==> config.mk <==
export PLATFORM = sky130hd
export DESIGN_NAME = tsc_cpu
export DESIGN_NICKNAME = d
export VERILOG_FILES = /design/src/hdl/tsc_isa_pkg.sv /design/src/hdl/tsc_pipe_pkg.sv /design/src/hdl/tsc_alu.sv /design/src/hdl/tsc_branch_unit.sv /design/src/hdl/tsc_control.sv /design/src/hdl/tsc_cpu.sv /design/src/hdl/tsc_regfile.sv
export SDC_FILE = /design/constraint.sdc
export NUM_CORES = 1
export LEC_CHECK = 0
export ABC_AREA = 0
export BUFFER_PORTS_ARGS = -buffer_cell sky130_fd_sc_hd__buf_4
export CAP_MARGIN = 20
export CELL_PAD_IN_SITES_DETAIL_PLACEMENT = 1
export CELL_PAD_IN_SITES_GLOBAL_PLACEMENT = 1
export CORE_MARGIN = 2
export CORE_UTILIZATION = 34
export CTS_BUF_LIST = sky130_fd_sc_hd__clkbuf_4 sky130_fd_sc_hd__clkbuf_8 sky130_fd_sc_hd__clkbuf_16
export CTS_CLUSTER_DIAMETER = 50
export DETAILED_ROUTE_END_ITERATION = 10
export PLACE_DENSITY = 0.72
export SYNTH_ARGS = -nofsm -noshare
export SYNTH_HDL_FRONTEND = slang
export SYNTH_SLANG_ARGS = --single-unit
==> constraint.sdc <==
create_clock -name clk -period 5.85 [get_ports clk]
set_input_delay 0.8775 -clock clk [delete_from_list [all_inputs] [get_ports clk]]
set_output_delay 0.8775 -clock clk [all_outputs]
set_load 0.05 [all_outputs]
==> src/hdl/tsc_isa_pkg.sv <==
package tsc_isa_pkg;

    localparam int word_size = 16;
    localparam int reg_count = 4;

    typedef enum logic [3:0] {
        op_bne   = 4'd0,
        op_beq   = 4'd1,
        op_adi   = 4'd4,
        op_ori   = 4'd5,
        op_lhi   = 4'd6,
        op_lwd   = 4'd7,
        op_swd   = 4'd8,
        op_jmp   = 4'd9,
        op_rtype = 4'd15
    } opcode_t;

    // function field, only meaningful with op_rtype
    typedef enum logic [5:0] {
        fn_add = 6'd0,
        fn_sub = 6'd1,
        fn_and = 6'd2,
        fn_orr = 6'd3,
        fn_not = 6'd4,
        fn_shl = 6'd6,
        fn_shr = 6'd7,
        fn_wwd = 6'd28,
        fn_hlt = 6'd29
    } func_t;

    localparam int opcode_msb = 15;
    localparam int opcode_lsb = 12;
    localparam int rs_msb     = 11;
    localparam int rs_lsb     = 10;
    localparam int rt_msb     = 9;
    localparam int rt_lsb     = 8;
    localparam int rd_msb     = 7;
    localparam int rd_lsb     = 6;
    localparam int func_msb   = 5;
    localparam int func_lsb   = 0;
    localparam int imm8_msb   = 7;
    localparam int imm8_lsb   = 0;
    localparam int target_msb = 11; // jmp target12
    localparam int target_lsb = 0;

endpackage

==> src/hdl/tsc_pipe_pkg.sv <==
package tsc_pipe_pkg;

    // operand source for the execute stage
    typedef enum logic [1:0] {
        fwd_none,
        fwd_mem,
        fwd_wb
    } fwd_sel_t;

    typedef enum logic [1:0] {
        pc_seq,
        pc_branch,
        pc_jump
    } pc_src_t;

    typedef enum logic [3:0] {
        alu_add,
        alu_sub,
        alu_and,
        alu_or,
        alu_not,
        alu_shl,
        alu_shr,
        alu_lhi,
        alu_pass_a
    } alu_op_t;

endpackage

==> src/hdl/tsc_alu.sv <==
module tsc_alu (
    input  logic [tsc_isa_pkg::word_size-1:0] a,
    input  logic [tsc_isa_pkg::word_size-1:0] b,
    input  tsc_pipe_pkg::alu_op_t             op,
    output logic [tsc_isa_pkg::word_size-1:0] result
);

    always_comb begin
        case (op)
            tsc_pipe_pkg::alu_add: result = a + b;
            tsc_pipe_pkg::alu_sub: result = a - b;
            tsc_pipe_pkg::alu_and: result = a & b;
            tsc_pipe_pkg::alu_or:  result = a | b;
            tsc_pipe_pkg::alu_not: result = ~a;
            tsc_pipe_pkg::alu_shl: result = {a[tsc_isa_pkg::word_size-2:0], 1'b0};
            // arithmetic, sign bit kept
            tsc_pipe_pkg::alu_shr: begin
                result = {a[tsc_isa_pkg::word_size-1], a[tsc_isa_pkg::word_size-1:1]};
            end
            tsc_pipe_pkg::alu_lhi: result = b << (tsc_isa_pkg::word_size / 2);
            tsc_pipe_pkg::alu_pass_a: result = a; // wwd
            default: result = a;
        endcase
    end

endmodule

==> src/hdl/tsc_branch_unit.sv <==
module tsc_branch_unit (
    input  logic [tsc_isa_pkg::word_size-1:0] instr,
    input  logic [tsc_isa_pkg::word_size-1:0] pc_plus1,
    input  logic [tsc_isa_pkg::word_size-1:0] rs_data,
    input  logic [tsc_isa_pkg::word_size-1:0] rt_data,
    output logic [tsc_isa_pkg::word_size-1:0] imm,
    output logic [tsc_isa_pkg::word_size-1:0] branch_target,
    output logic [tsc_isa_pkg::word_size-1:0] jump_target,
    output logic                              eq_flag
);
    tsc_isa_pkg::opcode_t opcode;
    logic [7:0] imm8;
    logic       zero_ext;

    assign opcode = tsc_isa_pkg::opcode_t'(
        instr[tsc_isa_pkg::opcode_msb:tsc_isa_pkg::opcode_lsb]);
    assign imm8 = instr[tsc_isa_pkg::imm8_msb:tsc_isa_pkg::imm8_lsb];

    // logical immediates are unsigned
    assign zero_ext = opcode == tsc_isa_pkg::op_ori || opcode == tsc_isa_pkg::op_lhi;
    assign imm = zero_ext ? {{(tsc_isa_pkg::word_size-8){1'b0}}, imm8}
                          : {{(tsc_isa_pkg::word_size-8){imm8[7]}}, imm8};

    assign branch_target = pc_plus1 + imm;
    assign jump_target = {pc_plus1[tsc_isa_pkg::word_size-1:tsc_isa_pkg::target_msb+1],
                          instr[tsc_isa_pkg::target_msb:tsc_isa_pkg::target_lsb]};

    assign eq_flag = rs_data == rt_data;

endmodule

==> src/hdl/tsc_control.sv <==
module tsc_control (
    input  logic                   clk,
    input  logic                   rst_n,
    input  logic [15:0]            id_instr,
    input  logic                   id_valid,
    input  logic                   eq_flag,
    input  logic [1:0]             ex_rd,
    input  logic                   ex_reg_write,
    input  logic                   ex_mem_read,
    input  logic [1:0]             mem_rd,
    input  logic                   mem_reg_write,
    input  logic [1:0]             wb_rd,
    input  logic                   wb_reg_write,
    input  logic [1:0]             ex_rs,
    input  logic [1:0]             ex_rt,
    input  logic                   halted,
    output tsc_pipe_pkg::pc_src_t  pc_src,
    output logic                   pc_write,
    output logic                   ifid_write,
    output logic                   ifid_flush,
    output logic                   idex_bubble,
    output logic                   id_reg_write,
    output logic                   id_mem_read,
    output logic                   id_mem_write,
    output logic                   id_mem_to_reg,
    output logic                   id_alu_src_imm,
    output tsc_pipe_pkg::alu_op_t  id_alu_op,
    output logic [1:0]             id_dest,
    output logic                   id_is_wwd,
    output logic                   id_is_hlt,
    output tsc_pipe_pkg::fwd_sel_t fwd_a,
    output tsc_pipe_pkg::fwd_sel_t fwd_b
);
    tsc_isa_pkg::opcode_t opcode;
    tsc_isa_pkg::func_t   func;
    logic [1:0] rs, rt, rd;
    logic uses_rs, uses_rt, is_branch, is_jump;
    logic load_use, branch_hazard, stall, hlt_stop, halt_pend;

    function automatic tsc_pipe_pkg::fwd_sel_t pick_fwd(
        input logic [1:0] src,
        input logic       m_we,
        input logic [1:0] m_rd,
        input logic       w_we,
        input logic [1:0] w_rd
    );
        if (m_we && m_rd == src)
            return tsc_pipe_pkg::fwd_mem; // youngest result wins
        if (w_we && w_rd == src)
            return tsc_pipe_pkg::fwd_wb;
        return tsc_pipe_pkg::fwd_none;
    endfunction

    assign opcode = tsc_isa_pkg::opcode_t'(
        id_instr[tsc_isa_pkg::opcode_msb:tsc_isa_pkg::opcode_lsb]);
    assign func = tsc_isa_pkg::func_t'(id_instr[tsc_isa_pkg::func_msb:tsc_isa_pkg::func_lsb]);
    assign rs = id_instr[tsc_isa_pkg::rs_msb:tsc_isa_pkg::rs_lsb];
    assign rt = id_instr[tsc_isa_pkg::rt_msb:tsc_isa_pkg::rt_lsb];
    assign rd = id_instr[tsc_isa_pkg::rd_msb:tsc_isa_pkg::rd_lsb];

    always_comb begin
        id_reg_write   = 1'b0;
        id_mem_read    = 1'b0;
        id_mem_write   = 1'b0;
        id_mem_to_reg  = 1'b0;
        id_alu_src_imm = 1'b1;
        id_alu_op      = tsc_pipe_pkg::alu_add;
        id_dest        = rt;
        id_is_wwd      = 1'b0;
        id_is_hlt      = 1'b0;
        uses_rs        = 1'b0;
        uses_rt        = 1'b0;
        is_branch      = 1'b0;
        is_jump        = 1'b0;
        if (id_valid) begin
            uses_rs = 1'b1;
            case (opcode)
                tsc_isa_pkg::op_rtype: begin
                    id_alu_src_imm = 1'b0;
                    id_dest        = rd;
                    id_reg_write   = 1'b1;
                    uses_rt        = 1'b1; // conservative for unary ops
                    case (func)
                        tsc_isa_pkg::fn_add: id_alu_op = tsc_pipe_pkg::alu_add;
                        tsc_isa_pkg::fn_sub: id_alu_op = tsc_pipe_pkg::alu_sub;
                        tsc_isa_pkg::fn_and: id_alu_op = tsc_pipe_pkg::alu_and;
                        tsc_isa_pkg::fn_orr: id_alu_op = tsc_pipe_pkg::alu_or;
                        tsc_isa_pkg::fn_not: id_alu_op = tsc_pipe_pkg::alu_not;
                        tsc_isa_pkg::fn_shl: id_alu_op = tsc_pipe_pkg::alu_shl;
                        tsc_isa_pkg::fn_shr: id_alu_op = tsc_pipe_pkg::alu_shr;
                        tsc_isa_pkg::fn_wwd: begin
                            id_alu_op    = tsc_pipe_pkg::alu_pass_a;
                            id_reg_write = 1'b0;
                            id_is_wwd    = 1'b1;
                        end
                        tsc_isa_pkg::fn_hlt: begin
                            // no operands, so hlt never stalls
                            id_reg_write = 1'b0;
                            id_is_hlt    = 1'b1;
                            uses_rs      = 1'b0;
                            uses_rt      = 1'b0;
                        end
                        default: id_reg_write = 1'b0;
                    endcase
                end
                tsc_isa_pkg::op_adi: id_reg_write = 1'b1;
                tsc_isa_pkg::op_ori: begin
                    id_reg_write = 1'b1;
                    id_alu_op    = tsc_pipe_pkg::alu_or;
                end
                tsc_isa_pkg::op_lhi: begin
                    id_reg_write = 1'b1;
                    id_alu_op    = tsc_pipe_pkg::alu_lhi;
                    uses_rs      = 1'b0;
                end
                tsc_isa_pkg::op_lwd: begin
                    id_reg_write  = 1'b1;
                    id_mem_read   = 1'b1;
                    id_mem_to_reg = 1'b1;
                end
                tsc_isa_pkg::op_swd: begin
                    id_mem_write = 1'b1;
                    uses_rt      = 1'b1; // store data
                end
                tsc_isa_pkg::op_bne, tsc_isa_pkg::op_beq: begin
                    is_branch = 1'b1;
                    uses_rt   = 1'b1;
                end
                tsc_isa_pkg::op_jmp: begin
                    is_jump = 1'b1;
                    uses_rs = 1'b0;
                end
                default: uses_rs = 1'b0;
            endcase
        end
    end

    assign load_use = ex_mem_read && ((uses_rs && ex_rd == rs) || (uses_rt && ex_rd == rt));
    // branch compares in decode, so producers still in ex or mem must drain first
    assign branch_hazard = is_branch &&
        ((ex_reg_write && (ex_rd == rs || ex_rd == rt)) ||
         (mem_reg_write && (mem_rd == rs || mem_rd == rt)));
    assign stall    = load_use || branch_hazard;
    assign hlt_stop = id_is_hlt || halt_pend || halted;

    always_comb begin
        pc_src = tsc_pipe_pkg::pc_seq;
        if (is_jump)
            pc_src = tsc_pipe_pkg::pc_jump;
        else if (is_branch && !stall && eq_flag == (opcode == tsc_isa_pkg::op_beq))
            pc_src = tsc_pipe_pkg::pc_branch;
    end

    assign pc_write    = !stall && !hlt_stop;
    assign ifid_write  = !stall;
    assign ifid_flush  = pc_src != tsc_pipe_pkg::pc_seq || (hlt_stop && !stall);
    assign idex_bubble = stall;

    assign fwd_a = pick_fwd(ex_rs, mem_reg_write, mem_rd, wb_reg_write, wb_rd);
    assign fwd_b = pick_fwd(ex_rt, mem_reg_write, mem_rd, wb_reg_write, wb_rd);

    // sticky once hlt passes decode
    always_ff @(posedge clk or negedge rst_n) begin
        if (!rst_n)
            halt_pend <= 1'b0;
        else if (id_is_hlt)
            halt_pend <= 1'b1;
    end

endmodule

==> src/hdl/tsc_cpu.sv <==
module tsc_cpu (
    input  logic                              clk,
    input  logic                              rst_n,
    output logic                              i_read,
    output logic [tsc_isa_pkg::word_size-1:0] i_addr,
    input  logic [tsc_isa_pkg::word_size-1:0] i_data,
    output logic                              d_read,
    output logic                              d_write,
    output logic [tsc_isa_pkg::word_size-1:0] d_addr,
    output logic [tsc_isa_pkg::word_size-1:0] d_wdata,
    input  logic [tsc_isa_pkg::word_size-1:0] d_rdata,
    output logic [tsc_isa_pkg::word_size-1:0] num_inst,
    output logic [tsc_isa_pkg::word_size-1:0] output_port,
    output logic                              output_valid,
    output logic                              is_halted
);
    logic [tsc_isa_pkg::word_size-1:0] pc, pc_next;
    tsc_pipe_pkg::pc_src_t pc_src;
    logic pc_write, ifid_write, ifid_flush, idex_bubble;

    logic                              ifid_valid;
    logic [tsc_isa_pkg::word_size-1:0] ifid_instr, ifid_pc1;

    // decode stage
    logic [tsc_isa_pkg::word_size-1:0] rs_data, rt_data, imm, branch_target, jump_target;
    logic eq_flag, id_reg_write, id_mem_read, id_mem_write, id_mem_to_reg;
    logic id_alu_src_imm, id_is_wwd, id_is_hlt;
    logic [1:0] id_dest;
    tsc_pipe_pkg::alu_op_t id_alu_op;

    logic idex_valid, idex_reg_write, idex_mem_read, idex_mem_write, idex_is_wwd, idex_is_hlt;
    logic idex_mem_to_reg, idex_alu_src_imm;
    logic [1:0] idex_dest, idex_rs, idex_rt;
    tsc_pipe_pkg::alu_op_t idex_alu_op;
    logic [tsc_isa_pkg::word_size-1:0] idex_a, idex_b, idex_imm;

    // execute stage
    tsc_pipe_pkg::fwd_sel_t fwd_a, fwd_b;
    logic [tsc_isa_pkg::word_size-1:0] op_a, op_b, alu_b, alu_result;

    logic exmem_valid, exmem_reg_write, exmem_mem_read, exmem_mem_write;
    logic exmem_is_wwd, exmem_is_hlt, exmem_mem_to_reg;
    logic [1:0] exmem_dest;
    logic [tsc_isa_pkg::word_size-1:0] exmem_alu, exmem_store;

    logic memwb_valid, memwb_reg_write, memwb_is_wwd, memwb_is_hlt, memwb_mem_to_reg;
    logic [1:0] memwb_dest;
    logic [tsc_isa_pkg::word_size-1:0] memwb_alu, memwb_mem_data, wb_data;

    function automatic logic [tsc_isa_pkg::word_size-1:0] fwd_mux(
        input tsc_pipe_pkg::fwd_sel_t            sel,
        input logic [tsc_isa_pkg::word_size-1:0] reg_val,
        input logic [tsc_isa_pkg::word_size-1:0] mem_val,
        input logic [tsc_isa_pkg::word_size-1:0] wb_val
    );
        case (sel)
            tsc_pipe_pkg::fwd_mem: return mem_val;
            tsc_pipe_pkg::fwd_wb:  return wb_val;
            default:               return reg_val;
        endcase
    endfunction

    always_comb begin
        case (pc_src)
            tsc_pipe_pkg::pc_branch: pc_next = branch_target;
            tsc_pipe_pkg::pc_jump:   pc_next = jump_target;
            default:                 pc_next = pc + 1'b1;
        endcase
    end

    always_ff @(posedge clk or negedge rst_n) begin
        if (!rst_n)
            pc <= '0;
        else if (pc_write)
            pc <= pc_next;
    end

    assign i_read = pc_write; // low on stall and after hlt
    assign i_addr = pc;

    always_ff @(posedge clk or negedge rst_n) begin
        if (!rst_n)
            ifid_valid <= 1'b0;
        else if (ifid_flush)
            ifid_valid <= 1'b0;
        else if (ifid_write)
            ifid_valid <= 1'b1;
    end

    always_ff @(posedge clk) begin
        if (ifid_write) begin
            ifid_instr <= i_data;
            ifid_pc1   <= pc + 1'b1;
        end
    end

    tsc_control control_inst (
        .clk(clk), .rst_n(rst_n), .id_instr(ifid_instr), .id_valid(ifid_valid),
        .eq_flag(eq_flag), .ex_rd(idex_dest), .ex_reg_write(idex_reg_write),
        .ex_mem_read(idex_mem_read), .mem_rd(exmem_dest), .mem_reg_write(exmem_reg_write),
        .wb_rd(memwb_dest), .wb_reg_write(memwb_reg_write), .ex_rs(idex_rs),
        .ex_rt(idex_rt), .halted(is_halted), .pc_src(pc_src), .pc_write(pc_write),
        .ifid_write(ifid_write), .ifid_flush(ifid_flush), .idex_bubble(idex_bubble),
        .id_reg_write(id_reg_write), .id_mem_read(id_mem_read),
        .id_mem_write(id_mem_write), .id_mem_to_reg(id_mem_to_reg),
        .id_alu_src_imm(id_alu_src_imm), .id_alu_op(id_alu_op), .id_dest(id_dest),
        .id_is_wwd(id_is_wwd), .id_is_hlt(id_is_hlt), .fwd_a(fwd_a), .fwd_b(fwd_b)
    );

    tsc_regfile regfile_inst (
        .clk(clk), .rst_n(rst_n),
        .rs(ifid_instr[tsc_isa_pkg::rs_msb:tsc_isa_pkg::rs_lsb]),
        .rt(ifid_instr[tsc_isa_pkg::rt_msb:tsc_isa_pkg::rt_lsb]),
        .wr_addr(memwb_dest), .wr_data(wb_data), .wr_en(memwb_reg_write),
        .rs_data(rs_data), .rt_data(rt_data)
    );

    tsc_branch_unit branch_unit_inst (
        .instr(ifid_instr), .pc_plus1(ifid_pc1), .rs_data(rs_data), .rt_data(rt_data),
        .imm(imm), .branch_target(branch_target), .jump_target(jump_target),
        .eq_flag(eq_flag)
    );

    always_ff @(posedge clk or negedge rst_n) begin
        if (!rst_n) begin
            idex_valid     <= 1'b0;
            idex_reg_write <= 1'b0;
            idex_mem_read  <= 1'b0;
            idex_mem_write <= 1'b0;
            idex_is_wwd    <= 1'b0;
            idex_is_hlt    <= 1'b0;
        end else begin
            // stall turns the decode slot into a bubble
            idex_valid     <= ifid_valid && !idex_bubble;
            idex_reg_write <= id_reg_write && !idex_bubble;
            idex_mem_read  <= id_mem_read && !idex_bubble;
            idex_mem_write <= id_mem_write && !idex_bubble;
            idex_is_wwd    <= id_is_wwd && !idex_bubble;
            idex_is_hlt    <= id_is_hlt && !idex_bubble;
        end
    end

    always_ff @(posedge clk) begin
        idex_mem_to_reg  <= id_mem_to_reg;
        idex_alu_src_imm <= id_alu_src_imm;
        idex_alu_op      <= id_alu_op;
        idex_dest        <= id_dest;
        idex_rs          <= ifid_instr[tsc_isa_pkg::rs_msb:tsc_isa_pkg::rs_lsb];
        idex_rt          <= ifid_instr[tsc_isa_pkg::rt_msb:tsc_isa_pkg::rt_lsb];
        idex_a           <= rs_data;
        idex_b           <= rt_data;
        idex_imm         <= imm;
    end

    assign op_a  = fwd_mux(fwd_a, idex_a, exmem_alu, wb_data);
    assign op_b  = fwd_mux(fwd_b, idex_b, exmem_alu, wb_data);
    assign alu_b = idex_alu_src_imm ? idex_imm : op_b;

    tsc_alu alu_inst (
        .a(op_a), .b(alu_b), .op(idex_alu_op), .result(alu_result)
    );

    always_ff @(posedge clk or negedge rst_n) begin
        if (!rst_n) begin
            exmem_valid     <= 1'b0;
            exmem_reg_write <= 1'b0;
            exmem_mem_read  <= 1'b0;
            exmem_mem_write <= 1'b0;
            exmem_is_wwd    <= 1'b0;
            exmem_is_hlt    <= 1'b0;
        end else begin
            exmem_valid     <= idex_valid;
            exmem_reg_write <= idex_reg_write;
            exmem_mem_read  <= idex_mem_read;
            exmem_mem_write <= idex_mem_write;
            exmem_is_wwd    <= idex_is_wwd;
            exmem_is_hlt    <= idex_is_hlt;
        end
    end

    always_ff @(posedge clk) begin
        exmem_mem_to_reg <= idex_mem_to_reg;
        exmem_dest       <= idex_dest;
        exmem_alu        <= alu_result;
        exmem_store      <= op_b; // forwarded rt for swd
    end

    assign d_read  = exmem_mem_read;
    assign d_write = exmem_mem_write;
    assign d_addr  = exmem_alu;
    assign d_wdata = exmem_store;

    always_ff @(posedge clk or negedge rst_n) begin
        if (!rst_n) begin
            memwb_valid     <= 1'b0;
            memwb_reg_write <= 1'b0;
            memwb_is_wwd    <= 1'b0;
            memwb_is_hlt    <= 1'b0;
        end else begin
            memwb_valid     <= exmem_valid;
            memwb_reg_write <= exmem_reg_write;
            memwb_is_wwd    <= exmem_is_wwd;
            memwb_is_hlt    <= exmem_is_hlt;
        end
    end

    always_ff @(posedge clk) begin
        memwb_mem_to_reg <= exmem_mem_to_reg;
        memwb_dest       <= exmem_dest;
        memwb_alu        <= exmem_alu;
        memwb_mem_data   <= d_rdata;
    end

    assign wb_data      = memwb_mem_to_reg ? memwb_mem_data : memwb_alu;
    assign output_port  = memwb_alu; // wwd passes rs through the alu
    assign output_valid = memwb_valid && memwb_is_wwd;

    // retire count and halt flag
    always_ff @(posedge clk or negedge rst_n) begin
        if (!rst_n) begin
            num_inst  <= '0;
            is_halted <= 1'b0;
        end else begin
            if (memwb_valid)
                num_inst <= num_inst + 1'b1;
            if (memwb_valid && memwb_is_hlt)
                is_halted <= 1'b1;
        end
    end

endmodule

==> src/hdl/tsc_regfile.sv <==
module tsc_regfile (
    input  logic                              clk,
    input  logic                              rst_n,
    input  logic [1:0]                        rs,
    input  logic [1:0]                        rt,
    input  logic [1:0]                        wr_addr,
    input  logic [tsc_isa_pkg::word_size-1:0] wr_data,
    input  logic                              wr_en,
    output logic [tsc_isa_pkg::word_size-1:0] rs_data,
    output logic [tsc_isa_pkg::word_size-1:0] rt_data
);
    logic [tsc_isa_pkg::word_size-1:0] regs [tsc_isa_pkg::reg_count];

    always_ff @(posedge clk or negedge rst_n) begin
        if (!rst_n) begin
            for (int i = 0; i < tsc_isa_pkg::reg_count; i++) begin
                regs[i] <= '0;
            end
        end else if (wr_en) begin
            regs[wr_addr] <= wr_data;
        end
    end

    // write-first bypass so decode sees this cycle's writeback
    assign rs_data = (wr_en && wr_addr == rs) ? wr_data : regs[rs];
    assign rt_data = (wr_en && wr_addr == rt) ? wr_data : regs[rt];

endmodule

# After elaboration in Yosys (flattened, before gate mapping)
# Cells that the tools add are included.
# Widths: inputs -> output; s select.
dict set report word_totals {
  register_bits 277
  out_inout_bits 85
  word_cells 209
}
dict set report op_classes {
  add_sub_neg 5
  n_lt_le_gt_ge 4
  eq_ne 42
  mux 63
  bitwise 6
  n_reduce_logical 45
}
# op count
set ops {}
lappend ops {{$mux 16} 10}
lappend ops {{$pmux 16 s8} 1}
lappend ops {{$pmux 16 s2} 3}
lappend ops {{$bmux 16 s2} 2}
lappend ops {{$bwmux 64} 1}
lappend ops {{$add 16x1->16 const B} 2}
lappend ops {{$add 16x16->16} 2}
lappend ops {{$demux 16 s2} 1}
lappend ops {{$eq 4x3->1 const B} 8}
lappend ops {{$mux 1} 29}
lappend ops {{$pmux 4 s7} 1}
lappend ops {{$logic_and 1x1->1} 25}
lappend ops {{$mux 2} 11}
lappend ops {{$eq 2x2->1} 10}
lappend ops {{$eq 6x3->1 const B} 3}
lappend ops {{$and 16x16->16} 1}
lappend ops {{$eq 16x16->1} 1}
lappend ops {{$not 16->16} 1}
lappend ops {{$or 16x16->16} 1}
lappend ops {{$sub 16x16->16} 1}
lappend ops {{$eq 4x4->1 const B} 3}
lappend ops {{$eq 6x2->1 const B} 2}
lappend ops {{$eq 6x5->1 const B} 2}
lappend ops {{$pmux 4 s3} 1}
lappend ops {{other kinds (21)} 43}

# Logic depth before layout (Yosys ltp)
# Gate-level depths: netlist (run 1).
dict set report depth {
  ltp_word 16
  depth_mapped 22
  depth_no_buf 18
}

# Modules after synthesis
# Synthesis (run 1) repeated with hierarchy kept, for this count alone.
dict set report hier_totals {
  cells_unflattened 1354
  area_unflattened_um2 14899.3
}
# module n_inst cells_per_inst area_per_inst_um2
set modules_own_cells {}
lappend modules_own_cells {tsc_cpu 1 555 7159.4}
lappend modules_own_cells {tsc_regfile 1 219 3772.4}
lappend modules_own_cells {tsc_alu 1 328 2150.8}
lappend modules_own_cells {tsc_branch_unit 1 166 1216.2}
lappend modules_own_cells {tsc_control 1 86 600.6}

# Least setup slack after synthesis (run 1)
# Ideal clock, no wire load.
dict set report synth_timing {
  kind {register to register}
  from {reg memwb_reg_write}
  to {reg exmem_alu (netlist bit d_addr[10])}
  arrival_time_ps 4421
  setup_slack_ps 1301
  stages_incl_launch_ff 22
  n_path_buf 5
  synth_period_minus_slack_ps 4549
  cell_sequence {dfrtp_1 -> buf_2 -> clkbuf_1 -> buf_2 -> nand3_1 -> clkbuf_1 -> clkbuf_1 -> o21ai_0 -> mux2i_1 -> ha_1 -> inv_1 -> fa_1 -> and3_1 -> o211ai_1 -> a21boi_0 -> o21a_1 -> o21a_1 -> o21ai_0 -> nand2_1 -> xor2_1 -> a2111oi_0 -> nor2_1}
}
dict set report synth_between {
  elab_chain_len 10
  elab_cells_between_ends 25
}
# item line_no
set synth_lines {}
lappend synth_lines {{start: declaration} tsc_cpu.sv:46} ;# logic memwb_valid, memwb_reg_write, memwb_is_wwd, memwb_is_hlt, memwb_mem_to_reg;
lappend synth_lines {{start signal: assignment} tsc_cpu.sv:201} ;# memwb_reg_write <= exmem_reg_write;
lappend synth_lines {{$logic_and 1x1->1} tsc_control.sv:49} ;# if (w_we && w_rd == src)
lappend synth_lines {{$mux 1 (2 in a row)} tsc_control.sv:49}
lappend synth_lines {{$mux 2} tsc_control.sv:51} ;# return tsc_pipe_pkg::fwd_none;
lappend synth_lines {{$mux 2} tsc_control.sv:49}
lappend synth_lines {{$eq 2x2->1 / $eq 2x1->1 (equally long branches)} tsc_cpu.sv:56} ;# case (sel)
lappend synth_lines {{$pmux 16 s2} tsc_cpu.sv:56}
lappend synth_lines {{$mux 16} tsc_cpu.sv:157} ;# assign alu_b = idex_alu_src_imm ? idex_imm : op_b;
lappend synth_lines {{$sub 16x16->16 (tied with other cells)} tsc_alu.sv:11} ;# tsc_pipe_pkg::alu_sub: result = a - b;
lappend synth_lines {{$pmux 16 s8 *} tsc_alu.sv:9} ;# case (op)
lappend synth_lines {{named net alu_inst.result, one bit} tsc_alu.sv:5} ;# output logic [tsc_isa_pkg::word_size-1:0] result
lappend synth_lines {{end signal: assignment} tsc_cpu.sv:184} ;# exmem_alu <= alu_result;
lappend synth_lines {{end: declaration} tsc_cpu.sv:44} ;# logic [tsc_isa_pkg::word_size-1:0] exmem_alu, exmem_store;
# Mark *: on every way through the listed nets, which the timed path passes. The rest lies on a longest branch. The select of a mux whose other input is x is not followed.
# A chain may end at the register's enable or synchronous reset.

# Final worst setup path (run 1)
dict set report layout_timing {
  from {reg exmem_dest[1]}
  to {reg exmem_alu (netlist bit d_addr[14])}
}
dict set report layout_between {
  elab_chain_len 9
  elab_cells_between_ends 21
}
# item line_no
set layout_lines {}
lappend layout_lines {{start: declaration} tsc_cpu.sv:43} ;# logic [1:0] exmem_dest;
lappend layout_lines {{start signal: assignment} tsc_cpu.sv:183} ;# exmem_dest <= idex_dest;
lappend layout_lines {{$eq 2x2->1 *} tsc_control.sv:47} ;# if (m_we && m_rd == src)
lappend layout_lines {{$logic_and 1x1->1 *} tsc_control.sv:47}
lappend layout_lines {{$mux 1 *} tsc_control.sv:47}
lappend layout_lines {{$mux 2 *} tsc_control.sv:49}
lappend layout_lines {{$eq 2x2->1 / $eq 2x1->1 (equally long branches)} tsc_cpu.sv:56}
lappend layout_lines {{$pmux 16 s2 *} tsc_cpu.sv:56}
lappend layout_lines {{named net op_b, one bit} tsc_cpu.sv:39} ;# logic [tsc_isa_pkg::word_size-1:0] op_a, op_b, alu_b, alu_result;
lappend layout_lines {{$mux 16 *} tsc_cpu.sv:157}
lappend layout_lines {{$sub 16x16->16 / $add 16x16->16 (equally long branches)} {tsc_alu.sv:11, tsc_alu.sv:10}}
lappend layout_lines {{$pmux 16 s8 *} tsc_alu.sv:9}
lappend layout_lines {{named net alu_inst.result, one bit} tsc_alu.sv:5}
# Mark *: on every way through the listed nets, which the timed path passes. The rest lies on a longest branch.

==> impl.org, run 1 <==
** Status
- The flow ran to the end, and the final reports show no timing, DRC or antenna violations.

** Final layout
- From synthesis to final layout, the design area changed by 20.1%.
- The register with the most flip-flops in the layout has 64 of them.
- Final cell count without fillers :: 2116
- Net count, final :: between 1500 and 2000
- Number of antenna repair diodes :: 0
- In the final layout, the share of cells above drive strength 1 is slightly below 20%.
- Register with the most flip-flops :: regfile_inst.regs

** Worst hold path
- The tightest min-delay check is of the reg2reg type.

** CTS
- In this run the deepest clock path goes through 3 buffers.
- TritonCTS created 38 clock buffers.
- TritonCTS built the clock tree.
- Buffers inserted to repair hold after CTS numbered 0.
- The tree is rooted in a sky130_fd_sc_hd__clkbuf_16.
- Clock latency on the worst-skew pair, taken at its later pin, is 0.56 ns.
- Once the clock tree was built, the resizer swapped 0 gates to a different size.
- H-tree Lvls :: 2
- Clock transition at path regs :: 0.06 ns
- Count of buffers added by post-CTS timing repair for setup :: 0
- Number of clock sinks seen by CTS :: 270

** STA
- The count of final hold-check violations came to 0.
- Static timing analysis puts the maximum clock frequency at 191 MHz.
- Between clock sinks in the finished design, the worst skew comes to 0.0237 ns.
- Max transition margin :: a little over a quarter
- The smallest clock period supported by the final layout is computed as approximately 5.2 ns.
- Setup repair after global routing left no endpoint under its margin.
- Least-Margin Pin Slew :: between 1 and 1.5 ns
- After layout, the worst path uses 89.6% of the clock period.
- Summed negative setup slack over all endpoints :: 0 ns
- Fin. max-slew vios :: 0
- Number of failing setup endpoints in the final timing report :: 0

** Worst setup path
- Worst setup EP type :: flop
- Critical setup path kind :: reg2reg
- Critical Path Source Type :: flop
- Worst path arrival time :: 5.67 ns
- Along the worst path, the maximum fanout reaches 25.
- Required time at the endpoint of the critical path :: approximately 6.3 ns

** Placed design
- The count of buffers added on input and output ports is between 100 and 150.
- The number of placed instances, taps included, is ~2000.
- The congestion estimate from routability-driven global placement came to just under 0.9.
- Detailed placement HPWL :: between 30000 and 40000 um

** Pwr
- Sw frac :: 43.3%
- The clock network burns around a quarter of the power.
- Sw Pwr :: approximately 4500 uW
- Dividing total power by cell area gives a power density of between 600 and 700 nW/um2.
- The internal power of the cells totals 5920 uW.
- The worst-case IR drop observed on VDD is around 0.32 mV.
- Combinational logic is responsible for between 40% and 50% of the overall power.
- Sequential fraction of design power :: a little under a third
- The analysis attributes to cell leakage a power of 0.00704 uW.

** Die
- Area of the core :: a little over 40000 um2
- Measured along the y axis, the die boundary spans approximately 210 um.
- X dimension of the die :: approximately 210 um
- The die covers roughly 43000 um2.
- about 120 I/O pins were placed.
- Once the floorplan was initialized, standard cells occupied about a third of the core.
- FP Rows :: 74

** Yosys
- The netlist uses between 80 and 90 different library cells.
- After synthesis, the share of flip-flops with an asynchronous set or reset is a little over two fifths.
- The Yosys step of the flow raised 0 warnings.
- Yosys mapped a number of flops with a built-in enable equal to 32.
- Mean cell area of the mapped netlist :: between 9 and 10 um2
- Share of the yosys chip area belonging to registers :: approximately 44%
- The number of nets in the synthesized netlist is between 1500 and 2000.
- Most used flip-flop cell after synthesis :: sky130_fd_sc_hd__dfxtp_1
- Number of instances in the synthesized netlist :: about 1400
- Netlist Area Pre-Place :: 14200 um2
- Number of synthesized register bits :: between 200 and 300

** Global route
- Global routing used a little over a fifth of the available tracks across all layers.
- The number of antenna violations at the first check in global routing was 0.
- The first global-routing pass estimated about 74000 um of wire.
- Vias in the first global route :: 12700
- Total overflow reported by the global router :: 0
- Maximum number of pins on one net before global-route repair :: 69

** Run
- The tool flagged a number of max-cap violations equal to 0.

** Route
- The detailed router finished its first iteration with between 800 and 900 violations.
- Count of TritonRoute iterations in the first routing pass :: 5
- In this run the remaining antenna-violating nets after routing total 0.
- Routed vias/inst :: 5.75
- The final route contains ~12000 vias.
- Mean routed wirelength per cell :: around 22 um
- Total Routed Length :: ~47000 um
- For this run, design rule violations remaining after detail routing come to 0.
## cells in the mapped netlist (all sizes together) (6+ instances only)
master | instances | area, um2
nor3 | 22 | 120
and4 | 12 | 105
o22ai | 17 | 106
and3 | 19 | 119
a21oi | 88 | 440
nor2b | 6 | 37.5
clkbuf | 53 | 199
dfxtp | 123 | 2460
or3 | 7 | 43.8
inv | 24 | 90.1
o221a | 10 | 113
ha | 38 | 475
nor4 | 20 | 131
o211ai | 8 | 60.1
buf | 30 | 228
xor2 | 52 | 455
a211oi | 7 | 52.6
o21ai | 164 | 821
nand4 | 30 | 188
o221ai | 6 | 52.6
nand2b | 17 | 106
edfxtp | 32 | 961
a222oi | 9 | 90.1
a21o | 11 | 82.6
nand2 | 154 | 588
a31oi | 21 | 146
a22oi | 11 | 97.6
a221oi | 20 | 175
o31ai | 12 | 95.1
xnor2 | 56 | 528
mux2i | 27 | 270
dfrtp | 115 | 2880
nand3 | 33 | 175
o21a | 7 | 52.6
mux4 | 32 | 721
and2 | 6 | 37.5
nor2 | 75 | 282
## worst max-delay path, cell delays in order, from the launching register on
cell	delay, ns
sky130_fd_sc_hd__dfxtp_1	0.39
sky130_fd_sc_hd__xnor2_1	0.62
sky130_fd_sc_hd__and3_1	0.25
sky130_fd_sc_hd__buf_4	0.26
sky130_fd_sc_hd__o31ai_1	0.19
sky130_fd_sc_hd__mux2i_1	0.62
sky130_fd_sc_hd__a21oi_1	0.19
sky130_fd_sc_hd__xnor2_1	0.24
sky130_fd_sc_hd__ha_1	0.29
sky130_fd_sc_hd__a21o_1	0.19
sky130_fd_sc_hd__o211ai_1	0.20
sky130_fd_sc_hd__a21boi_0	0.20
sky130_fd_sc_hd__o21a_1	0.23
sky130_fd_sc_hd__o21a_1	0.19
sky130_fd_sc_hd__o21ai_0	0.25
sky130_fd_sc_hd__a21oi_1	0.14
sky130_fd_sc_hd__o21ai_0	0.34
sky130_fd_sc_hd__mux2i_1	0.24
sky130_fd_sc_hd__a22oi_1	0.08
## power by group through the flow
stage	Clock [uW]	Combinational [uW]	Sequential [uW]
after floorplan	0	2520	3860
after global placement	0	4620	3210
after detailed placement	0	4730	3240
after CTS	2500	4760	3220
after global routing	2580	5150	3300
final	2450	4760	3220
## worst paths after layout
| path | from | end | slack [ns] | cells after the start |
|---|---|---|---|---|
| worst max register to register | exmem_dest[1]$_DFF_P_ | d_addr[14]$_DFF_P_ | 0.61 | 18 |
| min in group asynchronous | rst_n | i_addr[3]$_DFFE_PN0P_ | 0.46 | 1 |
| worst min register to register | idex_mem_to_reg$_DFF_P_ | exmem_mem_to_reg$_DFF_P_ | 0.32 | 0 |
| worst min-delay path | idex_mem_to_reg$_DFF_P_ | exmem_mem_to_reg$_DFF_P_ | 0.32 | 0 |
| worst max-delay path | exmem_dest[1]$_DFF_P_ | d_addr[14]$_DFF_P_ | 0.61 | 18 |
| max in group asynchronous | rst_n | regfile_inst.regs[51]$_DFFE_PN0P_ | 4.14 | 2 |
## logic make-up after synthesis
family / count (synthesis) / synth area share, %
compound gates: 431 / 19.5
simple gates: 414 / 14.3
flops: 270 / 44.5
xor+xnor: 108 / 6.94
buf+inv: 108 / 3.67
mux: 64 / 7.39
fa+ha+maj: 40 / 3.64
## layout by cell type, fill, tap and decap left out, types with 19 or more instances in the layout
| cell | Yosys | routed |
|---|---|---|
| sky130_fd_sc_hd__mux4_2 | 32 | 32 |
| sky130_fd_sc_hd__edfxtp_1 | 32 | 32 |
| sky130_fd_sc_hd__xnor2_1 | 51 | 51 |
| sky130_fd_sc_hd__o21ai_0 | 146 | 146 |
| sky130_fd_sc_hd__dfrtp_1 | 115 | 115 |
| sky130_fd_sc_hd__a21oi_1 | 88 | 88 |
| sky130_fd_sc_hd__nand4_1 | 30 | 30 |
| sky130_fd_sc_hd__a221oi_1 | 20 | 20 |
| sky130_fd_sc_hd__nor2_1 | 75 | 75 |
| sky130_fd_sc_hd__dfxtp_1 | 123 | 123 |
| sky130_fd_sc_hd__nand2_1 | 152 | 152 |
| sky130_fd_sc_hd__and3_1 | 19 | 19 |
| sky130_fd_sc_hd__xor2_1 | 52 | 52 |
| sky130_fd_sc_hd__inv_1 | 22 | 22 |
| sky130_fd_sc_hd__buf_4 | 4 | 162 |
| sky130_fd_sc_hd__mux2i_1 | 27 | 27 |
| sky130_fd_sc_hd__ha_1 | 38 | 38 |
| sky130_fd_sc_hd__nand3_1 | 31 | 30 |
| sky130_fd_sc_hd__clkbuf_16 | 0 | 45 |
| sky130_fd_sc_hd__a31oi_1 | 20 | 20 |
## layout make-up
type / count / area (um2)
Inverter: 25 / 93.8
Fill cell: 4611 / 24000
Multi-Input combinational cell: 1057 / 7370
Sequential cell: 270 / 6300
Tap cell: 532 / 666
Clock buffer: 58 / 1250
Timing Repair Buffer: 162 / 1220
Clock inverter: 12 / 118
## layer usage
metal  track usage, %  share of wire, %  wire (um)
met3             4.44               6.1       2880
met4             8.14               3.4       1610
met5                0                 0          0
met1             28.9                44      21000
met2             34.9                46      21800
## stage by stage
| stage | area (um2) | hold slack [ns] | power (uW) | setup slack, ns | util (%) |
|---|---|---|---|---|---|
| 2_1_floorplan | 14200 | 0.310 | 6380 | 1.30 | - |
| 3_3_place_gp | 15600 | 0.312 | 7830 | 0.922 | 38.1 |
| 3_5_place_dp | 15600 | 0.313 | 7970 | 0.734 | 38.1 |
| 4_1_cts | 17000 | 0.326 | 10500 | 0.658 | 41.5 |
| 5_1_grt | 17000 | 0.346 | 11000 | 0.170 | 41.5 |
| 6_report | 17000 | 0.324 | 10400 | 0.607 | 41.5 |
No activity file was read; power rests on OpenSTA's default activity.
==> run 2, diff against run 1 <==
--- a/config.mk
+++ b/config.mk
@@ -10,6 +10,7 @@
 export CAP_MARGIN = 20
 export CELL_PAD_IN_SITES_DETAIL_PLACEMENT = 1
 export CELL_PAD_IN_SITES_GLOBAL_PLACEMENT = 1
+export CORE_ASPECT_RATIO = 1.1
 export CORE_MARGIN = 2
 export CORE_UTILIZATION = 34
 export CTS_BUF_LIST = sky130_fd_sc_hd__clkbuf_4 sky130_fd_sc_hd__clkbuf_8 sky130_fd_sc_hd__clkbuf_16
==> constraint.sdc (replaced) <==
create_clock -name clk -period 5.1 [get_ports clk]
set_input_delay 0.765 -clock clk [delete_from_list [all_inputs] [get_ports clk]]
set_output_delay 0.765 -clock clk [all_outputs]
set_load 0.05 [all_outputs]
==> run 2 against run 1 <==
Net effect: via count down 0.30%; clock skew barely moved; hold slack got worse by 0.016 ns; cell count up 2.0%; combinational power is 16% higher; non-clock buffer count is 16 higher; die area barely moved; largest cell class unchanged; first-iteration DRC count shrank 3.8%; highest routed layer unchanged; core utilization grew 0.086 points.
==> impl.org, run 2 (synthesized netlist as in run 1, its figures left out) <==
** Route
- The total wire length came to 46300 um (-2.1%).
- The vias per cell was 5.62 (-2.3%).
- Residual antenna-violating net count after detailed routing :: 0 (unchanged)
- The average wire per standard cell came to 21.5 um (-4.0%).
- First-iteration detailed-routing DRC count :: 787 (-3.8%)
- Remaining DRCs :: 0 (unchanged)
- Count of TritonRoute iterations in the first routing pass :: 5 (unchanged)
- The total number of vias was 12100 (-0.30%).

** Worst setup path
- The delay of the slowest cell on the worst path was 0.47 ns (-0.15 ns).
- Cell-by-cell trace of the critical path :: xnor2_2, and3_1, o311ai_1, nand2_1, ha_1, nor2_1, xor2_1, ha_1, and3_1, o211ai_1, a21boi_0, o21a_1, o21a_1, o21ai_1, nand2_1, xor2_1, a2111oi_0, nor2_1
- Worst setup EP type :: flop
- In this design, the largest share of critical-path delay is due to compound AO/OA/AOI/OAI gates.
- The number of buffer and inverter stages on the critical path was 0 (-1).
- The arrival time of data at the critical path endpoint came to 5.23 ns (-0.44 ns).
- Required time at the endpoint of the critical path :: 5.54 ns (-0.74 ns)
- Critical Path Source Type :: flop
- Max stage delay cell, worst path :: sky130_fd_sc_hd__dfxtp_1
- The worst setup path is of the reg2reg kind.
- The biggest fanout along the worst timing path came to 10 (-60%).

** STA
- The final sum of negative setup slack is 0 ns (unchanged).
- The count of final hold-check violations came to 0 (unchanged).
- The fmax was 209 MHz (+9.5%).
- Setup repair after global routing left no endpoint under its margin.
- The clock tree skew after final layout was 0.0241 ns (+0.000385 ns).
- Post-layout min period :: 4.79 ns (-0.455 ns)
- Fin. max-slew vios :: 0 (unchanged)
- Least-Margin Pin Slew :: 1.03 ns (-0.0693 ns)
- Setup slack of the critical path after layout :: 0.313 ns (-0.295 ns)
- The post-route fraction of the period consumed by the critical path came to 93.9% (+4.3 points).
- Number of failing setup endpoints in the final timing report :: 0 (unchanged)
- Max transition margin :: 30.9% (+4.7 points)

** Final layout
- Net count, final :: 1644 (+0.98%)
- Top library cells by usage in the layout, fill and taps aside :: sky130_fd_sc_hd__buf_4 (178), sky130_fd_sc_hd__nand2_1 (152), sky130_fd_sc_hd__o21ai_0 (144)
- Register with the most flip-flops :: regfile_inst.regs
- Ratio of cells with drive above 1 in the final layout :: 20.6% (+0.94 points)
- Most frequent standard cell in the layout excluding fill and tap cells :: sky130_fd_sc_hd__buf_4
- Relative to the synthesized area, the layout overhead comes to 20.8%.
- Number of antenna repair diodes :: 0 (unchanged)
- Max reg flops :: 64 (unchanged)

** CTS
- The level count of the clock H-tree came to 2 (unchanged).
- Clock root buffer :: sky130_fd_sc_hd__clkbuf_16
- TritonCTS Buffers :: 38 (unchanged)
- The worst-case clock buffer depth was 3 (unchanged).
- The clock sink count came to 270 (unchanged).
- Number of gates resized after CTS :: 1 (+1)
- The register clock-pin slew on the reported worst setup and hold paths is 0.06 ns (about the same).
- The clock insertion delay at the later pin of the skew report is 0.56 ns (about the same).
- Hold bufs inserted after CTS :: 0 (unchanged)
- CTS tree :: yes
- Count of buffers added by post-CTS timing repair for setup :: 0 (unchanged)

** Die
- FP Rows :: 78 (+5.4%)
- The full die area was 43300 um2 (about the same).
- The core outline area was 41200 um2 (+0.41%).
- The vertical die dimension was 218 um (+4.8%).
- Starting density of the core :: 34.4% (-0.14 points)
- The number of primary I/O pins is 119 (unchanged).
- X dimension of the die :: 199 um (-4.6%)

** Pwr
- Clock power share :: 22.7% (-0.8 points)
- The switching power is 5180 uW (+15%).
- The combinational cell fraction of total power is 46.5% (+0.9 points).
- The portion of total power attributed to sequential cells was 30.8% (about the same).
- The switching fraction of total power came to 43.8% (+0.53 points).
- Leak Pwr :: 0.00709 uW (+0.71%)
- The internal power contribution was 6650 uW (+12%).
- Power per unit of standard cell area :: 691 nW/um2 (+13%)
- Worst-case vdd ir drop :: 0.397 mV (+25%)

** Run
- Count of maximum capacitance violations :: 0 (unchanged)

** Placed design
- The final estimated routing congestion in global placement was 0.917 (+3.9%).
- Detailed placement HPWL :: 34100 um (-1.3%)
- # port buffers :: 118 (unchanged)
- The pre-CTS setup slack is -0.0678 ns (-0.802 ns).

** Status
- Run status :: finished, final reports clean

** Global route
- Total overflow reported by the global router :: 0 (unchanged)
- Vias in the first global route :: 12900 (+1.7%)
- The pin count of the biggest net entering global routing came to 66 (-4.3%).
- Wire length of the first global-routing pass :: 72600 um (-1.7%)
- Number of antenna violations at the first check in global routing :: 0 (unchanged)
- Overall Global Routing Usage :: 21.5% (-0.21 points)

** Worst hold path
- In this run the worst hold path is classified as in2async.
## run 2: cell types whose count changed in the layout (fill, tap and decap cells not counted), sizes merged
cell	before	now
bufinv	1	2
inv	30	36
buf	162	178
clkinvlp	3	1
clkinv	3	9
clkbuf	58	46
## run 2: worst reg2reg max path: stages, from the launching register on
cell                        delay [ns]
sky130_fd_sc_hd__dfxtp_1          0.47
sky130_fd_sc_hd__xnor2_2          0.22
sky130_fd_sc_hd__and3_1           0.32
sky130_fd_sc_hd__o311ai_1         0.42
sky130_fd_sc_hd__nand2_1          0.24
sky130_fd_sc_hd__ha_1             0.32
sky130_fd_sc_hd__nor2_1           0.18
sky130_fd_sc_hd__xor2_1           0.19
sky130_fd_sc_hd__ha_1             0.29
sky130_fd_sc_hd__and3_1           0.21
sky130_fd_sc_hd__o211ai_1         0.24
sky130_fd_sc_hd__a21boi_0         0.20
sky130_fd_sc_hd__o21a_1           0.24
sky130_fd_sc_hd__o21a_1           0.20
sky130_fd_sc_hd__o21ai_1          0.20
sky130_fd_sc_hd__nand2_1          0.09
sky130_fd_sc_hd__xor2_1           0.14
sky130_fd_sc_hd__a2111oi_0        0.43
sky130_fd_sc_hd__nor2_1           0.07
## run 2: path summary, 6_finish.rpt
kind	startpoint	end	slack [ns]	cells past startpoint
setup / recovery	exmem_dest[0]$_DFF_P_	d_addr[10]$_DFF_P_	0.31	18
hold / removal	rst_n	i_addr[3]$_DFFE_PN0P_	0.31	1
setup reg to reg	exmem_dest[0]$_DFF_P_	d_addr[10]$_DFF_P_	0.31	18
hold reg to reg	idex_mem_to_reg$_DFF_P_	exmem_mem_to_reg$_DFF_P_	0.33	0
max in group asynchronous	rst_n	regfile_inst.regs[55]$_DFFE_PN0P_	3.80	2
min in group clk	d_rdata[13]	memwb_mem_data[13]$_DFF_P_	0.31	1
## run 2: final cells by class
class / instances / area [um2]
clock buffers: 46 / 1040
clock inverters: 23 / 254
multi-input cells: 1057 / 7390
fillers: 4696 / 24100
inverters: 25 / 93.8
flip-flops and latches: 270 / 6300
well taps: 560 / 701
repair buffers: 178 / 1340
## run 2: per-layer routing
layer | global-route usage [%] | routed length [um] | up-vias
met5 | 0 | 0 | -
met4 | 8.23 | 1480 | 0
met3 | 3.30 | 2100 | 94
met2 | 37.0 | 22900 | 323
met1 | 27.1 | 19900 | 6084
li1 | - | - | 5631
## run 2: stage by stage
stage          cell area [um2]  hold WS, ns  util (%)  total power, uW  cells
2_1_floorplan            14200        0.310         -             7320   1435
3_3_place_gp             15800        0.317      38.4             8970   2090
3_5_place_dp             15800        0.315      38.4             9140   2090
4_1_cts                  17100        0.282      41.5            11900   2159
5_1_grt                  17100        0.291      41.6            12500   2159
6_report                 17100        0.308      41.6            11800   2159
## run 2: power groups by stage
| stage | Clock [uW] | Combinational, uW | Sequential [uW] |
|---|---|---|---|
| floorplan | 0 | 2890 | 4420 |
| global route | 2830 | 5970 | 3740 |
| CTS | 2750 | 5510 | 3650 |
| detailed placement | 0 | 5470 | 3670 |
| global placement | 0 | 5350 | 3630 |
| finish | 2690 | 5510 | 3640 |
==> run 3, diff against run 2 <==
--- a/config.mk
+++ b/config.mk
@@ -6,7 +6,7 @@
 export NUM_CORES = 1
 export LEC_CHECK = 0
 export ABC_AREA = 0
-export BUFFER_PORTS_ARGS = -buffer_cell sky130_fd_sc_hd__buf_4
+export BUFFER_PORTS_ARGS = -buffer_cell sky130_fd_sc_hd__buf_2
 export CAP_MARGIN = 20
 export CELL_PAD_IN_SITES_DETAIL_PLACEMENT = 1
 export CELL_PAD_IN_SITES_GLOBAL_PLACEMENT = 1
==> run 3 against run 2 <==
Net effect: combinational power down 3%; design area down 1.6%; wire length down 0.79%; largest cell class unchanged; largest power group unchanged; highest routed layer unchanged.
==> impl.org, run 3 (synthesized netlist as in run 1, its figures left out) <==
** Final layout
- The proportion of layout cells with a drive suffix above 1 was 20.6% (+0.050 points).
- Top library cells by usage in the layout, fill and taps aside :: sky130_fd_sc_hd__nand2_1 (152), sky130_fd_sc_hd__o21ai_0 (146), sky130_fd_sc_hd__dfxtp_1 (123)
- The number of flip-flops under the largest register name came to 64 (unchanged).
- Most frequent standard cell in the layout excluding fill and tap cells :: sky130_fd_sc_hd__nand2_1
- The number of nets in the layout is 1647 (+0.18%).
- Post-Route Utilization :: 40.9% (-0.68 points)
- Relative area change from synthesis to final layout :: 18.8%
- Register with the most flip-flops :: regfile_inst.regs
- The post-route non-filler standard cell count is 2160 (+0.046%).
- The number of antenna diodes is 0 (unchanged).

** Worst setup path
- Max FO, Critical Path :: 10 (unchanged)
- The register-to-register path setup slack is 0.28 ns (-0.03 ns).
- Critical setup path kind :: reg2reg
- STA classifies the critical path startpoint as a flop.
- The worst setup path is captured at a flop.
- Required time at the endpoint of the critical path :: 5.54 ns (about the same)
- The arrival time of data at the critical path endpoint came to 5.26 ns (+0.03 ns).

** CTS
- CTS tree :: yes
- The level count of the clock H-tree came to 2 (unchanged).
- The CTS buffer count was 39 (+2.6%).
- Count of buffers added by post-CTS timing repair for setup :: 0 (unchanged)
- Clock transition at path regs :: 0.06 ns (about the same)
- The clock insertion delay at the later pin of the skew report was 0.56 ns (about the same).
- Hold bufs inserted after CTS :: 0 (unchanged)
- Clock tree synthesis selected as its root buffer the cell sky130_fd_sc_hd__clkbuf_16.
- The worst-case clock buffer depth was 3 (unchanged).
- The clock sink count came to 270 (unchanged).

** Placed design
- The number of instances in the placed design was 2091 (+0.048%).
- The final estimated routing congestion in global placement is 0.877 (-4.3%).
- Detailed placement HPWL :: 33900 um (-0.56%)
- The quantity of I/O buffers inserted on ports came to 118 (unchanged).

** Die
- Area of the core :: 41200 um2 (unchanged)
- Area enclosed by the die boundary :: 43300 um2 (unchanged)
- The die boundary width came to 199 um (unchanged).
- Die boundary height :: 218 um (unchanged)
- The initial core utilization was 34.4% (unchanged).
- The number of primary I/O pins was 119 (unchanged).
- The row count was 78 (unchanged).

** Route
- The average wire per standard cell is 21.3 um (-0.83%).
- The DRC marker count from the first detailed-route iteration is 848 (+7.8%).
- The post-route DRC violation count was 0 (unchanged).
- The first-pass detailed-route iteration total came to 7 (+2).
- The total wire length is 46000 um (-0.79%).
- The vias per cell was 5.58 (-0.75%).
- The number of nets still failing antenna checks after routing is 0 (unchanged).
- Vias post-DR :: 12000 (-0.71%)

** STA
- Max Fclk :: 207 MHz (-0.71%)
- The count of final hold-check violations came to 0 (unchanged).
- Final cycle utilization of the critical path :: 94.5% (+0.67 points)
- The final sum of negative setup slack is 0 ns (unchanged).
- Least-Margin Pin Slew :: 0.985 ns (-0.0436 ns)
- Setup repair after global routing left no endpoint under its margin.
- The worst hold margin came to 0.306 ns (-0.00261 ns).
- Max transition margin :: 33.8% (+2.9 points)
- The clock tree skew after final layout came to 0.0337 ns (+0.00957 ns).
- The minimum clock period came to 4.82 ns (+0.0344 ns).
- The final setup violation count is 0 (unchanged).
- Fin. max-slew vios :: 0 (unchanged)

** Global route
- The global routing met3 resource utilization is 3.27% (-0.031 points).
- Maximum number of pins on one net before global-route repair :: 66 (unchanged)
- Most utilized layer in the global route result :: met2
- Number of antenna violations at the first check in global routing :: 0 (unchanged)
- Overall Global Routing Usage :: 21.4% (-0.14 points)
- Total overflow reported by the global router :: 0 (unchanged)
- Global routing met1 resource utilization :: 27.2% (+0.13 points)
- The via count of the first global-routing pass is 12600 (-2.2%).
- The first-pass GRT wire length is 72300 um (-0.37%).
- Met2 Resource Use GR :: 36.7% (-0.28 points)

** Status
- The run finished with clean final reports.

** Pwr
- The total power density per cell area is 696 nW/um2 (+0.63%).
- The leakage power of the design came to 0.00701 uW (-1.1%).
- Total Power :: 11700 uW (-1.0%)
- The peak ir drop on the vdd network is 0.338 mV (-15%).

** Run
- Count of maximum capacitance violations :: 0 (unchanged)

** Worst hold path
- The path class of the tightest hold or removal check is in2async.
run 3: worst paths after layout:
| kind | startpoint | end | depth (start not counted) |
|---|---|---|---|
| setup / recovery | memwb_mem_to_reg$_DFF_P_ | d_addr[15]$_DFF_P_ | 17 |
| hold / removal | rst_n | i_addr[2]$_DFFE_PN0P_ | 1 |
| setup reg to reg | memwb_mem_to_reg$_DFF_P_ | d_addr[15]$_DFF_P_ | 17 |
| hold reg to reg | idex_mem_to_reg$_DFF_P_ | exmem_mem_to_reg$_DFF_P_ | 0 |
| max in group asynchronous | rst_n | regfile_inst.regs[47]$_DFFE_PN0P_ | 2 |
| min in group clk | d_rdata[13] | memwb_mem_data[13]$_DFF_P_ | 1 |
run 3: worst max-delay path, stage by stage (launching register included):
cell and delay (ns):
sky130_fd_sc_hd__dfxtp_1 0.65, sky130_fd_sc_hd__mux2i_1 0.38, sky130_fd_sc_hd__buf_4 0.25, sky130_fd_sc_hd__and4_1 0.21
sky130_fd_sc_hd__o31ai_1 0.13, sky130_fd_sc_hd__o32ai_1 0.49, sky130_fd_sc_hd__and2_1 0.28, sky130_fd_sc_hd__a21oi_1 0.10
sky130_fd_sc_hd__xnor2_1 0.14, sky130_fd_sc_hd__ha_1 0.27, sky130_fd_sc_hd__nor4_1 0.25, sky130_fd_sc_hd__a21oi_1 0.19
sky130_fd_sc_hd__a211oi_1 0.27, sky130_fd_sc_hd__nor2_1 0.11, sky130_fd_sc_hd__or4_1 0.44, sky130_fd_sc_hd__a311oi_1 0.30
sky130_fd_sc_hd__xnor2_1 0.16, sky130_fd_sc_hd__o21ai_1 0.07
run 3: report_power, final:
group	internal, uW	switching [uW]	total, uW
Sequential	2990	642	3630
Combinational	1890	3480	5370
Clock	1640	1070	2710
run 3: layout make-up:
type / instances / area (um2)
timing repair buffer: 180 / 1060
multi-input combinational: 1057 / 7390
fill: 4678 / 24300
inverter: 25 / 93.8
tap: 560 / 701
clock inverter: 24 / 260
sequential: 270 / 6300
clock buffer: 44 / 1030
run 3: routing by layer:
metal,part of all wire (%),wire (um),vias up
met4,2.8,1290,0
li1,-,-,5631
met2,49,22600,295
met5,0,0,-
met1,43,19900,6041
met3,4.7,2180,79
run 3: through the flow:
stage                     area, um2  worst slack, ns
after floorplan               14200            0.551
after global placement        15500            0.173
after detailed placement      15500         -0.00436
after CTS                     16800            0.239
after global routing          16800           0.0182
final                         16800            0.278
run 3: repair_timing:
item,CTS,global route
resized for setup,1,7
endpoints found under the hold margin,0,0
setup endpoints to repair,2,5
